<file path="config.mk">
export PLATFORM = sky130hd
export DESIGN_NAME = ps2_rx_top
export DESIGN_NICKNAME = d
export VERILOG_FILES = /design/src/design/ps2_pkg.sv /design/src/design/ps2_frame_if.sv /design/src/design/ps2_frame_ctrl.sv /design/src/design/ps2_frame_shift.sv /design/src/design/ps2_line_sync.sv /design/src/design/ps2_rx_top.sv /design/src/design/ps2_scan_decoder.sv
export SDC_FILE = /design/constraint.sdc
export NUM_CORES = 1
export LEC_CHECK = 0
export BUFFER_PORTS_ARGS = -buffer_cell sky130_fd_sc_hd__buf_2
export CAP_MARGIN = 20
export CORE_MARGIN = 1
export CORE_UTILIZATION = 32
export DETAILED_ROUTE_END_ITERATION = 8
export PLACE_DENSITY = 0.6
export SLEW_MARGIN = 20
export SYNTH_ARGS = -nofsm -noshare
export SYNTH_HDL_FRONTEND = slang
export SYNTH_SLANG_ARGS = --single-unit
export TNS_END_PERCENT = 100
</file>
<file path="constraint.sdc">
create_clock -name clk -period 1.8 [get_ports clk]
set_input_delay 0.18 -clock clk [delete_from_list [all_inputs] [get_ports clk]]
set_output_delay 0.18 -clock clk [all_outputs]
set_load 0.1 [all_outputs]
</file>
<file path="src/design/ps2_pkg.sv">
package ps2_pkg;

    // ~~~~~~~~~~~~~~~~~~~~~~~~~~~~~~~~~~~~~~~~~~~~~~~~~~
    // Frame states, one per bit of the 11-bit frame.
    // ~~~~~~~~~~~~~~~~~~~~~~~~~~~~~~~~~~~~~~~~~~~~~~~~~~
    typedef enum logic [3:0] {
        st_start  = 4'd0,
        st_d0     = 4'd1,
        st_d1     = 4'd2,
        st_d2     = 4'd3,
        st_d3     = 4'd4,
        st_d4     = 4'd5,
        st_d5     = 4'd6,
        st_d6     = 4'd7,
        st_d7     = 4'd8,
        st_parity = 4'd9,
        st_stop   = 4'd10
    } frame_state_e;

    // ~~~~~~~~~~~~~~~~~~~~~~~~~~~~~~~~~~~~~~~~~~~~~~~~~~
    // Decoded key event.
    // ~~~~~~~~~~~~~~~~~~~~~~~~~~~~~~~~~~~~~~~~~~~~~~~~~~
    typedef struct packed {
        logic [7:0] code;
        logic       extended;  // Preceded by E0.
        logic       released;  // Preceded by F0.
    } key_event_t;

    // Scan code prefixes.
    localparam logic [7:0] scan_prefix_ext   = 8'hE0;
    localparam logic [7:0] scan_prefix_break = 8'hF0;

endpackage

</file>
<file path="src/design/ps2_frame_if.sv">
`timescale 1ns/1ps

interface ps2_frame_if;

    logic sample;     // Falling edge of the filtered PS/2 clock.
    logic data_bit;   // Filtered data line.
    logic shift_en;
    logic par_en;
    logic clear;
    logic parity_ok;

    modport ctrl (
        input  sample,
        input  data_bit,
        input  parity_ok,
        output shift_en,
        output par_en,
        output clear
    );

    modport shift (
        input  data_bit,
        input  shift_en,
        input  par_en,
        input  clear,
        output parity_ok
    );

endinterface

</file>
<file path="src/design/ps2_frame_ctrl.sv">
`timescale 1ns/1ps

module ps2_frame_ctrl
    import ps2_pkg::*;
#(
    parameter int WATCHDOG_CYCLES = 2000
) (
    input  logic         clk,
    input  logic         arst_n,
    ps2_frame_if.ctrl    bus,
    output logic         frame_done,
    output logic         frame_error
);

    localparam int             WD_W      = $clog2(WATCHDOG_CYCLES + 1);
    localparam logic [WD_W-1:0] WD_RELOAD = WD_W'(WATCHDOG_CYCLES - 1);

    frame_state_e    state;
    frame_state_e    state_next;
    logic [WD_W-1:0] wd_cnt;
    logic            wd_expired;
    logic            in_data;
    logic            frame_good;

    // ~~~~~~~~~~~~~~~~~~~~~~~~~~~~~~~~~~~~~~~~~~~~~~~~~~
    // Next state, taken only on a sample strobe.
    // ~~~~~~~~~~~~~~~~~~~~~~~~~~~~~~~~~~~~~~~~~~~~~~~~~~
    always_comb begin
        state_next = state;
        case (state)
            st_start: begin
                if (!bus.data_bit) state_next = st_d0;  // Start bit.
            end
            st_d0, st_d1, st_d2, st_d3, st_d4, st_d5, st_d6, st_d7, st_parity: begin
                state_next = frame_state_e'(state + 4'd1);
            end
            st_stop:  state_next = st_start;
            default:  state_next = st_start;
        endcase
    end

    assign in_data    = (state >= st_d0) && (state <= st_d7);
    assign frame_good = bus.data_bit && bus.parity_ok;  // Stop bit high, odd parity.

    assign bus.clear    = bus.sample && (state == st_start) && !bus.data_bit;
    assign bus.shift_en = bus.sample && in_data;
    assign bus.par_en   = bus.sample && (state == st_parity);

    assign wd_expired = (state != st_start) && !bus.sample && (wd_cnt == '0);

    always_ff @(posedge clk or negedge arst_n) begin
        if (!arst_n) begin
            state       <= st_start;
            frame_done  <= 1'b0;
            frame_error <= 1'b0;
        end else begin
            frame_done  <= 1'b0;
            frame_error <= 1'b0;
            if (wd_expired) begin
                state       <= st_start;  // Stalled frame is dropped.
                frame_error <= 1'b1;
            end else if (bus.sample) begin
                state <= state_next;
                if (state == st_stop) begin
                    frame_done  <= frame_good;
                    frame_error <= !frame_good;
                end
            end
        end
    end

    // ~~~~~~~~~~~~~~~~~~~~~~~~~~~~~~~~~~~~~~~~~~~~~~~~~~
    // Watchdog.
    // ~~~~~~~~~~~~~~~~~~~~~~~~~~~~~~~~~~~~~~~~~~~~~~~~~~
    always_ff @(posedge clk or negedge arst_n) begin
        if (!arst_n) begin
            wd_cnt <= WD_RELOAD;
        end else if (bus.sample || state == st_start) begin
            wd_cnt <= WD_RELOAD;
        end else if (wd_cnt != '0) begin
            wd_cnt <= wd_cnt - 1'b1;
        end
    end

endmodule

</file>
<file path="src/design/ps2_frame_shift.sv">
`timescale 1ns/1ps

module ps2_frame_shift (
    input  logic        clk,
    input  logic        arst_n,
    ps2_frame_if.shift  bus,
    output logic [7:0]  data_byte
);

    logic parity_acc;

    // Bits arrive LSB first, so each one enters at the top.
    always_ff @(posedge clk) begin
        if (bus.clear) begin
            data_byte <= '0;
        end else if (bus.shift_en) begin
            data_byte <= {bus.data_bit, data_byte[7:1]};
        end
    end

    // ~~~~~~~~~~~~~~~~~~~~~~~~~~~~~~~~~~~~~~~~~~~~~~~~~~
    // Running parity over eight data bits and the parity bit.
    // ~~~~~~~~~~~~~~~~~~~~~~~~~~~~~~~~~~~~~~~~~~~~~~~~~~
    always_ff @(posedge clk or negedge arst_n) begin
        if (!arst_n) begin
            parity_acc <= 1'b0;
        end else if (bus.clear) begin
            parity_acc <= 1'b0;
        end else if (bus.shift_en || bus.par_en) begin
            parity_acc <= parity_acc ^ bus.data_bit;
        end
    end

    assign bus.parity_ok = parity_acc;  // High for an odd count of ones.

endmodule

</file>
<file path="src/design/ps2_line_sync.sv">
`timescale 1ns/1ps

module ps2_line_sync #(
    parameter int SYNC_STAGES = 2,
    parameter int FILTER_LEN  = 8
) (
    input  logic clk,
    input  logic arst_n,
    input  logic ps2_clk,
    input  logic ps2_data,
    output logic sample,
    output logic data_bit
);

    localparam int              CNT_W    = $clog2(FILTER_LEN + 1);
    localparam logic [CNT_W-1:0] CNT_LAST = CNT_W'(FILTER_LEN - 1);

    logic [1:0] pin;
    logic [1:0] filt;
    logic       clk_prev;

    assign pin = {ps2_data, ps2_clk};  // Bit 0 clock, bit 1 data.

    // ~~~~~~~~~~~~~~~~~~~~~~~~~~~~~~~~~~~~~~~~~~~~~~~~~~
    // Per line: synchronizer, then a run-length filter.
    // ~~~~~~~~~~~~~~~~~~~~~~~~~~~~~~~~~~~~~~~~~~~~~~~~~~
    for (genvar i = 0; i < 2; i++) begin : g_line
        logic [SYNC_STAGES-1:0] sync_q;
        logic [CNT_W-1:0]       cnt;
        logic                   filt_q;

        always_ff @(posedge clk or negedge arst_n) begin
            if (!arst_n) begin
                sync_q <= '1;  // Lines idle high.
                cnt    <= '0;
                filt_q <= 1'b1;
            end else begin
                sync_q <= {sync_q[SYNC_STAGES-2:0], pin[i]};
                if (sync_q[SYNC_STAGES-1] != filt_q) begin
                    if (cnt == CNT_LAST) begin
                        filt_q <= sync_q[SYNC_STAGES-1];
                        cnt    <= '0;
                    end else begin
                        cnt <= cnt + 1'b1;
                    end
                end else begin
                    cnt <= '0;  // Glitch ended, start over.
                end
            end
        end

        assign filt[i] = filt_q;
    end

    always_ff @(posedge clk or negedge arst_n) begin
        if (!arst_n) clk_prev <= 1'b1;
        else         clk_prev <= filt[0];
    end

    assign sample   = clk_prev & ~filt[0];
    assign data_bit = filt[1];

endmodule

</file>
<file path="src/design/ps2_rx_top.sv">
`timescale 1ns/1ps

module ps2_rx_top
    import ps2_pkg::*;
#(
    parameter int SYNC_STAGES     = 2,
    parameter int FILTER_LEN      = 8,
    parameter int WATCHDOG_CYCLES = 2000
) (
    input  logic       clk,
    input  logic       arst_n,
    input  logic       ps2_clk,
    input  logic       ps2_data,
    output logic       key_valid,
    output logic [7:0] key_code,
    output logic       key_extended,
    output logic       key_release,
    output logic       frame_error
);

    ps2_frame_if frame_bus ();

    logic [7:0] data_byte;
    logic       frame_done;
    key_event_t key;

    // ~~~~~~~~~~~~~~~~~~~~~~~~~~~~~~~~~~~~~~~~~~~~~~~~~~
    // Sync, frame control, shift, decode.
    // ~~~~~~~~~~~~~~~~~~~~~~~~~~~~~~~~~~~~~~~~~~~~~~~~~~
    ps2_line_sync #(
        .SYNC_STAGES (SYNC_STAGES),
        .FILTER_LEN  (FILTER_LEN)
    ) ps2_line_sync_i (
        .clk      (clk),
        .arst_n   (arst_n),
        .ps2_clk  (ps2_clk),
        .ps2_data (ps2_data),
        .sample   (frame_bus.sample),
        .data_bit (frame_bus.data_bit)
    );

    ps2_frame_ctrl #(
        .WATCHDOG_CYCLES (WATCHDOG_CYCLES)
    ) ps2_frame_ctrl_i (
        .clk         (clk),
        .arst_n      (arst_n),
        .bus         (frame_bus.ctrl),
        .frame_done  (frame_done),
        .frame_error (frame_error)
    );

    ps2_frame_shift ps2_frame_shift_i (
        .clk       (clk),
        .arst_n    (arst_n),
        .bus       (frame_bus.shift),
        .data_byte (data_byte)
    );

    ps2_scan_decoder ps2_scan_decoder_i (
        .clk         (clk),
        .arst_n      (arst_n),
        .frame_done  (frame_done),
        .frame_error (frame_error),
        .data_byte   (data_byte),
        .key_valid   (key_valid),
        .key         (key)
    );

    assign key_code     = key.code;
    assign key_extended = key.extended;
    assign key_release  = key.released;

endmodule

</file>
<file path="src/design/ps2_scan_decoder.sv">
`timescale 1ns/1ps

module ps2_scan_decoder
    import ps2_pkg::*;
(
    input  logic       clk,
    input  logic       arst_n,
    input  logic       frame_done,
    input  logic       frame_error,
    input  logic [7:0] data_byte,
    output logic       key_valid,
    output key_event_t key
);

    logic ext_pend;
    logic brk_pend;
    logic is_ext;
    logic is_brk;

    assign is_ext = (data_byte == scan_prefix_ext);
    assign is_brk = (data_byte == scan_prefix_break);

    // ~~~~~~~~~~~~~~~~~~~~~~~~~~~~~~~~~~~~~~~~~~~~~~~~~~
    // Prefix tracking.
    // ~~~~~~~~~~~~~~~~~~~~~~~~~~~~~~~~~~~~~~~~~~~~~~~~~~
    always_ff @(posedge clk or negedge arst_n) begin
        if (!arst_n) begin
            ext_pend <= 1'b0;
            brk_pend <= 1'b0;
        end else if (frame_error) begin
            // A broken sequence must not carry into the next key.
            ext_pend <= 1'b0;
            brk_pend <= 1'b0;
        end else if (frame_done) begin
            if (is_ext) begin
                ext_pend <= 1'b1;
            end else if (is_brk) begin
                brk_pend <= 1'b1;
            end else begin
                ext_pend <= 1'b0;  // Consumed by this key.
                brk_pend <= 1'b0;
            end
        end
    end

    // ~~~~~~~~~~~~~~~~~~~~~~~~~~~~~~~~~~~~~~~~~~~~~~~~~~
    // Key event output.
    // ~~~~~~~~~~~~~~~~~~~~~~~~~~~~~~~~~~~~~~~~~~~~~~~~~~
    always_ff @(posedge clk or negedge arst_n) begin
        if (!arst_n) begin
            key_valid <= 1'b0;
            key       <= '0;
        end else begin
            key_valid <= 1'b0;
            if (frame_done && !is_ext && !is_brk) begin
                key_valid    <= 1'b1;
                key.code     <= data_byte;
                key.extended <= ext_pend;
                key.released <= brk_pend;
            end
        end
    end

endmodule

</file>
# After elaboration in Yosys (flattened, before gate mapping)

Cells that the tools add are included.

$add $sub $neg: 4
Magnitude comparators: 2
Equality and inequality tests: 19
Muxes and demuxes: 27
Bitwise gates (word level): 3
Reduce and logical (&&, ||, !) cells: 31

Operators by type and width:

| operator              | number |
|---|---|
| $mux 4                | 7 |
| $eq 4x3->1 const B    | 6 |
| $mux 11               | 2 |
| $mux 1                | 17 |
| $eq 8x8->1 const B    | 2 |
| $add 4x1->4 const B   | 3 |
| $eq 4x4->1 const B    | 3 |
| $logic_not 11->1      | 1 |
| $reduce_bool 11->1    | 1 |
| $sub 11x1->11 const B | 1 |
| $logic_and 1x1->1     | 10 |
| $reduce_and 2->1      | 5 |
| $reduce_or 9->1       | 1 |
| $eq 4x2->1 const B    | 2 |
| $pmux 4 s2            | 1 |
| $reduce_bool 2->1     | 4 |
| $ne 3x2->1 const B    | 2 |
| $logic_not 1->1       | 5 |
| $eq 4x1->1 const B    | 1 |
| $ge 4x1->1 const B    | 1 |
| $le 4x4->1 const B    | 1 |
| $logic_not 4->1       | 1 |
| $reduce_bool 4->1     | 1 |
| $logic_or 1x1->1      | 2 |
| other kinds (5)       | 6 |

Flip-flop bits (word level): 54
Bits of input ports: 4
Output and inout bits: 12

# Depth between registers and ports, before layout

Word-level depth: 7
Mapped depth: 7
Depth with buffers taken out: 6

# By module

From an unflattened synthesis, not the netlist that was laid out.

Cell total of the unflattened synthesis: 230
Area, all modules: 2563.7 um^2

Modules (own cells, without submodules):

| module           | instances | cells each | area each (um^2) | sequential area each (um^2) |
|---|---|---|---|---|
| ps2_frame_ctrl   | 1         | 118        | 1088.5           | 436.7 |
| ps2_line_sync    | 1         | 42         | 574.3            | 384.1 |
| ps2_scan_decoder | 1         | 39         | 551.8            | 325.3 |
| ps2_frame_shift  | 1         | 31         | 349.1            | 185.2 |

# Worst setup path after synthesis

Ideal clock, no wire load.

Path kind: reg2reg
From: register ps2_frame_ctrl_i.state[0]
To: register ps2_frame_shift_i.data_byte[0]
Setup time: 0.127 ns
Arrival: 1.601 ns
Data required time: 1.673 ns
Path slack: 0.072 ns
Stages on the path, launching flop included: 7
Buffers on the path: 0
Period minus slack after synthesis: 1.728 ns
Path through: dfrtp_1 inv_1 ha_1 nor4b_2 a211oi_4 mux2i_1 nor2_1

Longest elaborated chain between the ends: 3

Ends and longest elaborated chain:

| what                                     | RTL line                                   | text |
|---|---|---|
| from (decl)                              | ps2_frame_ctrl.sv:18                       | `frame_state_e state;` |
| from (signal assigned)                   | ps2_frame_ctrl.sv:53                       | `state <= st_start;` |
| from (signal assigned)                   | ps2_frame_ctrl.sv:60                       | `state <= st_start;` |
| from (signal assigned)                   | ps2_frame_ctrl.sv:63                       | `state <= state_next;` |
| $ge 4x1->1, or another cell as far along | ps2_frame_ctrl.sv:42                       | `assign in_data = (state >= st_d0) && (state <= st_d7);` |
| $logic_and 1x1->1 (on tied branches)     | ps2_frame_ctrl.sv:42, ps2_frame_ctrl.sv:45 |  |
| $logic_and 1x1->1 (on tied branches)     | ps2_frame_ctrl.sv:46, ps2_frame_ctrl.sv:45 |  |
| to (signal assigned)                     | ps2_frame_shift.sv:17                      | `data_byte <= {bus.data_bit, data_byte[7:1]};` |
| to (decl)                                | ps2_frame_shift.sv:7                       | `output logic [7:0] data_byte` |

Parallel ways exist; a longest one is shown, timed or not.
A chain may end at the register's enable or synchronous reset.

# Worst setup path after layout

From: register ps2_frame_ctrl_i.wd_cnt[0]
To: register ps2_frame_ctrl_i.wd_cnt[5]

Longest elaborated chain between the ends: 3

Ends and longest elaborated chain:

| what                   | RTL line             | text |
|---|---|---|
| from (decl)            | ps2_frame_ctrl.sv:20 | `logic [WD_W-1:0] wd_cnt;` |
| from (signal assigned) | ps2_frame_ctrl.sv:81 | `wd_cnt <= wd_cnt - 1'b1;` |
| $sub 11x1->11          | ps2_frame_ctrl.sv:81 |  |
| $mux 11                | ps2_frame_ctrl.sv:80 | `end else if (wd_cnt != '0) begin` |
| $mux 11                | ps2_frame_ctrl.sv:78 | `end else if (bus.sample \|\| state == st_start) begin` |

Parallel ways exist; a longest one is shown, timed or not. The select of a mux whose other input is x is not followed.

==> results.toml <==
[worst_setup_path]
rr_startpoint = "ps2_frame_ctrl_i.wd_cnt[0]$_DFFE_PN1P_"
r2r_slack_ns = 0.10
cp.arrival_ns = 1.89
path_delay_family = "flip-flops"
r2r_cells = 7
cp_cell_sequence = "inv_1 -> ha_1 -> nor4b_4 -> buf_4 -> a311oi_2 -> xnor2_1 -> nor2_1"
slowest_stage = "dfstp_2"
worstPathRequired_ns = 1.99
path_buf_inv = 2
crit_type = "reg2reg"
critPathMaxStageDelay_ns = 0.55
endpoint_kind = "flip-flop"
path_max_fanout = 5
start_kind = "flip-flop"
reg2reg_to = "ps2_frame_ctrl_i.wd_cnt[5]$_DFFE_PN0P_"

[power]
p_seq_share_pct = 45.6
p_total_mw = 3.64
switching_share_pct = 33.4
powerDensity_mw_per_mm2 = 1240
p_sw_mw = 1.22
internal_power_mw = 2.42
share_comb_of_total_power_pct = 32.2
peakVddDrop_mv = 0.539
pwr-share-clk_pct = 22.2
leakage_nw = 1.30

[clocking]
cts_buffers = 5
clockBufferDepth = 2
cts_tree = "built"
htree_levels = 2
cts_sinks = 54
clock_latency_ns = 0.30
cts.clk_slew.worst_paths_ns = 0.10
root_buffer = "clkbuf_8"

[final_layout]
final_core_util_pct = 39.8
diodes = 0
nets = 276
drive_gt1_share_pct = 25.4
seq_area_mm2 = 0.00133
fillCellCount = 743
final_cells = 363
multi_input_comb_area_mm2 = 0.00111
syn_to_final_growth_pct = 18.7

[drt]
route.detailed.drc = 0
vias_per_cell = 4.66
first_pass_iters = 4
ant_nets = 0
drt-initial-drc-count = 86
wire_per_inst_um = 11.6
num_vias = 1693
routed_wirelength_um = 4210

[hold_path]
min_to = "ps2_line_sync_i.g_line[1].sync_q[1]$_DFF_PN1_"
min_path_cells = 0
min_from = "ps2_line_sync_i.g_line[1].sync_q[0]$_DFF_PN1_"
min_path_type = "reg2reg"

[placement]
portBuffers = 15
dp_cells = 349
hpwl_um = 3010
globalplace.congestion = 0.753

[timing]
skew_ns = 0.00691
report.final.hold_viol_count = 0
hold_ws_ns = 0.360
finalMaxSlewViolations = 0
fmax_mhz = 589
finalCritPeriodShare_pct = 94.3
setup_viol = 0
worst_slew_pin_slew_ns = 0.538
min_period_ns = 1.70
slew_headroom_pct = 63.9

[floorplanning]
initial_utilization_pct = 33.5
chipWidth_um = 89.9
ios = 16
dieArea_mm2 = 0.00807
dieHeight_um = 89.9
core_area_mm2 = 0.00737
num_rows = 31

[logic_synthesis]
synth-seq-cells = 54
synth_top_area_share_pct = 30.4
synth_warnings = 0
postSynthCellCount = 231
async_reset_ff_share_pct = 85.2
synth.distinct_cells = 46
mappedNetlistArea_mm2 = 0.00247
synth_largest_area_cell = "dfrtp_1"
postSynthAreaPerCell_um2 = 10.7
syn_nets = 244
synth_top_flop_cell = "dfrtp_1"
ys_seq_area_share_pct = 53.9
synth.most_common_cell = "nand2_1"
synth_edf_count = 0
netlist_top_cells_area = "dfrtp_1 30%, dfstp_2 17%, dfxtp_1 6.5%"
synthTopCellsByCount = "37 x nand2_1, 30 x dfrtp_1, 25 x nor2_1, 16 x dfstp_2, 10 x nor3_1"

[global_route]
gr-usage-all-layers_pct = 11.4
grt_max_degree = 26
gr-total-overflow = 0
grt_pass1_vias = 1701
antenna_found_initial = 0
grt_pass1_wl_um = 7620

[flow_run]
cap_violations = 0

[run_status]
status = "complete, no violations"
==> sequential cells by signal, summed over array words and instances (netlist names) <==
signal,cells
ps2_frame_ctrl_i.frame_done,1
ps2_scan_decoder_i.ext_pend,1
ps2_frame_ctrl_i.state,4
ps2_line_sync_i.g_line.cnt,8
ps2_frame_shift_i.data_byte,8
ps2_frame_shift_i.bus.parity_ok,1
ps2_line_sync_i.g_line.filt_q,1
ps2_frame_ctrl_i.frame_error,1
ps2_scan_decoder_i.key_valid,1
ps2_line_sync_i.data_bit,1
ps2_scan_decoder_i.key,10
ps2_line_sync_i.g_line.sync_q,4
ps2_frame_ctrl_i.wd_cnt,11
ps2_line_sync_i.clk_prev,1
ps2_scan_decoder_i.brk_pend,1
==> what timing repair did <==
item                                    in CTS  in global routing
setup buffers                                0                  3
gates resized for setup                      0                  5
hold buffers                                 3                  0
endpoints found under the setup margin       0                 18
endpoints found under the hold margin       20                  0
==> how the worst max path moves through the flow <==
stage	cells after the start	to	startpoint	slack [ns]
finish	7	ps2_frame_ctrl_i.wd_cnt[5]$_DFFE_PN0P_	ps2_frame_ctrl_i.wd_cnt[0]$_DFFE_PN1P_	0.10
global route	6	ps2_frame_ctrl_i.state[1]$_DFFE_PN0P_	ps2_frame_ctrl_i.wd_cnt[0]$_DFFE_PN1P_	-0.006
CTS	6	ps2_frame_ctrl_i.state[1]$_DFFE_PN0P_	ps2_frame_ctrl_i.wd_cnt[0]$_DFFE_PN1P_	0.005
detailed placement	6	ps2_frame_ctrl_i.state[1]$_DFFE_PN0P_	ps2_frame_ctrl_i.wd_cnt[0]$_DFFE_PN1P_	0.03
global placement	6	ps2_frame_ctrl_i.state[1]$_DFFE_PN0P_	ps2_frame_ctrl_i.wd_cnt[0]$_DFFE_PN1P_	0.07
floorplan	6	ps2_frame_shift_i.data_byte[0]$_SDFFE_PP0P_	ps2_frame_ctrl_i.state[0]$_DFFE_PN0P_	0.07
==> power by group through the flow <==
| stage | Clock [mW] | Sequential [mW] | Combinational, mW |
|---|---|---|---|
| after global placement | 0 | 1.67 | 1.10 |
| final | 0.807 | 1.66 | 1.17 |
| after global routing | 0.886 | 1.70 | 1.32 |
| after detailed placement | 0 | 1.68 | 1.13 |
| after CTS | 0.844 | 1.66 | 1.14 |
| after floorplan | 0 | 1.63 | 0.799 |
==> kinds of logic (layout without fill, tap and decap cells) <==
logic type / count (synthesis) / in the layout / share of synthesized area (%)
DFF: 54 / 54 / 53.9
AOI/OAI and AO/OA: 33 / 33 / 9.47
muxes: 11 / 11 / 4.56
adders and majority gates: 9 / 9 / 4.56
buffers and inverters: 14 / 47 / 2.63
and+or+nand+nor: 101 / 101 / 21.7
xor gates and xnor gates: 9 / 9 / 3.19
==> per-layer routing <==
metal	up-vias	global-route usage (%)	wire length [µm]
met5	-	0	0
met4	0	2.42	0
met3	0	2.62	119
met2	20	18.9	2020
met1	814	15.2	2080
li1	859	-	-
==> layout make-up <==
class / instances / area share [%]
timing repair buffer: 31 / 7.76
clock inverter: 3 / 1.49
sequential: 54 / 45.4
multi-input combinational: 163 / 37.8
inverter: 8 / 1.02
clock buffer: 5 / 2.35
tap: 99 / 4.22
==> metrics by stage <==
step	setup slack, ns	cell area (µm²)	setup TNS [ns]
final	0.102	2930	0
after global routing	-0.00637	2930	-0.00637
after CTS	0.00482	2880	0
after detailed placement	0.0262	2740	0
after global placement	0.0749	2740	0
after floorplan	0.0720	2470	0
==> layout by cell type (no fill, tap or decap), types with 2 or more instances in the layout <==
cell type,Yosys,routed
buf_12,0,2
dfrtp_1,30,30
a211oi_1,3,3
o31ai_1,2,2
a311oi_2,0,2
nand2_1,37,37
ha_1,9,8
nor3_1,10,10
and3_1,3,3
mux2i_1,9,9
clkbuf_8,0,5
buf_2,4,15
dfxtp_1,8,8
a21oi_1,9,9
nand3_1,5,5
dfstp_2,16,16
nor3b_1,2,2
o21ai_1,5,5
xnor2_1,8,8
nor2b_1,4,4
mux2_1,2,2
nor4b_4,1,2
nor2_1,25,25
nand2b_1,3,3
a31oi_1,2,2
inv_1,7,7
dlygate4sd3_1,0,3
nand4b_1,3,3
buf_4,0,11
o211ai_1,2,2
No activity file was read; power rests on OpenSTA's default activity.
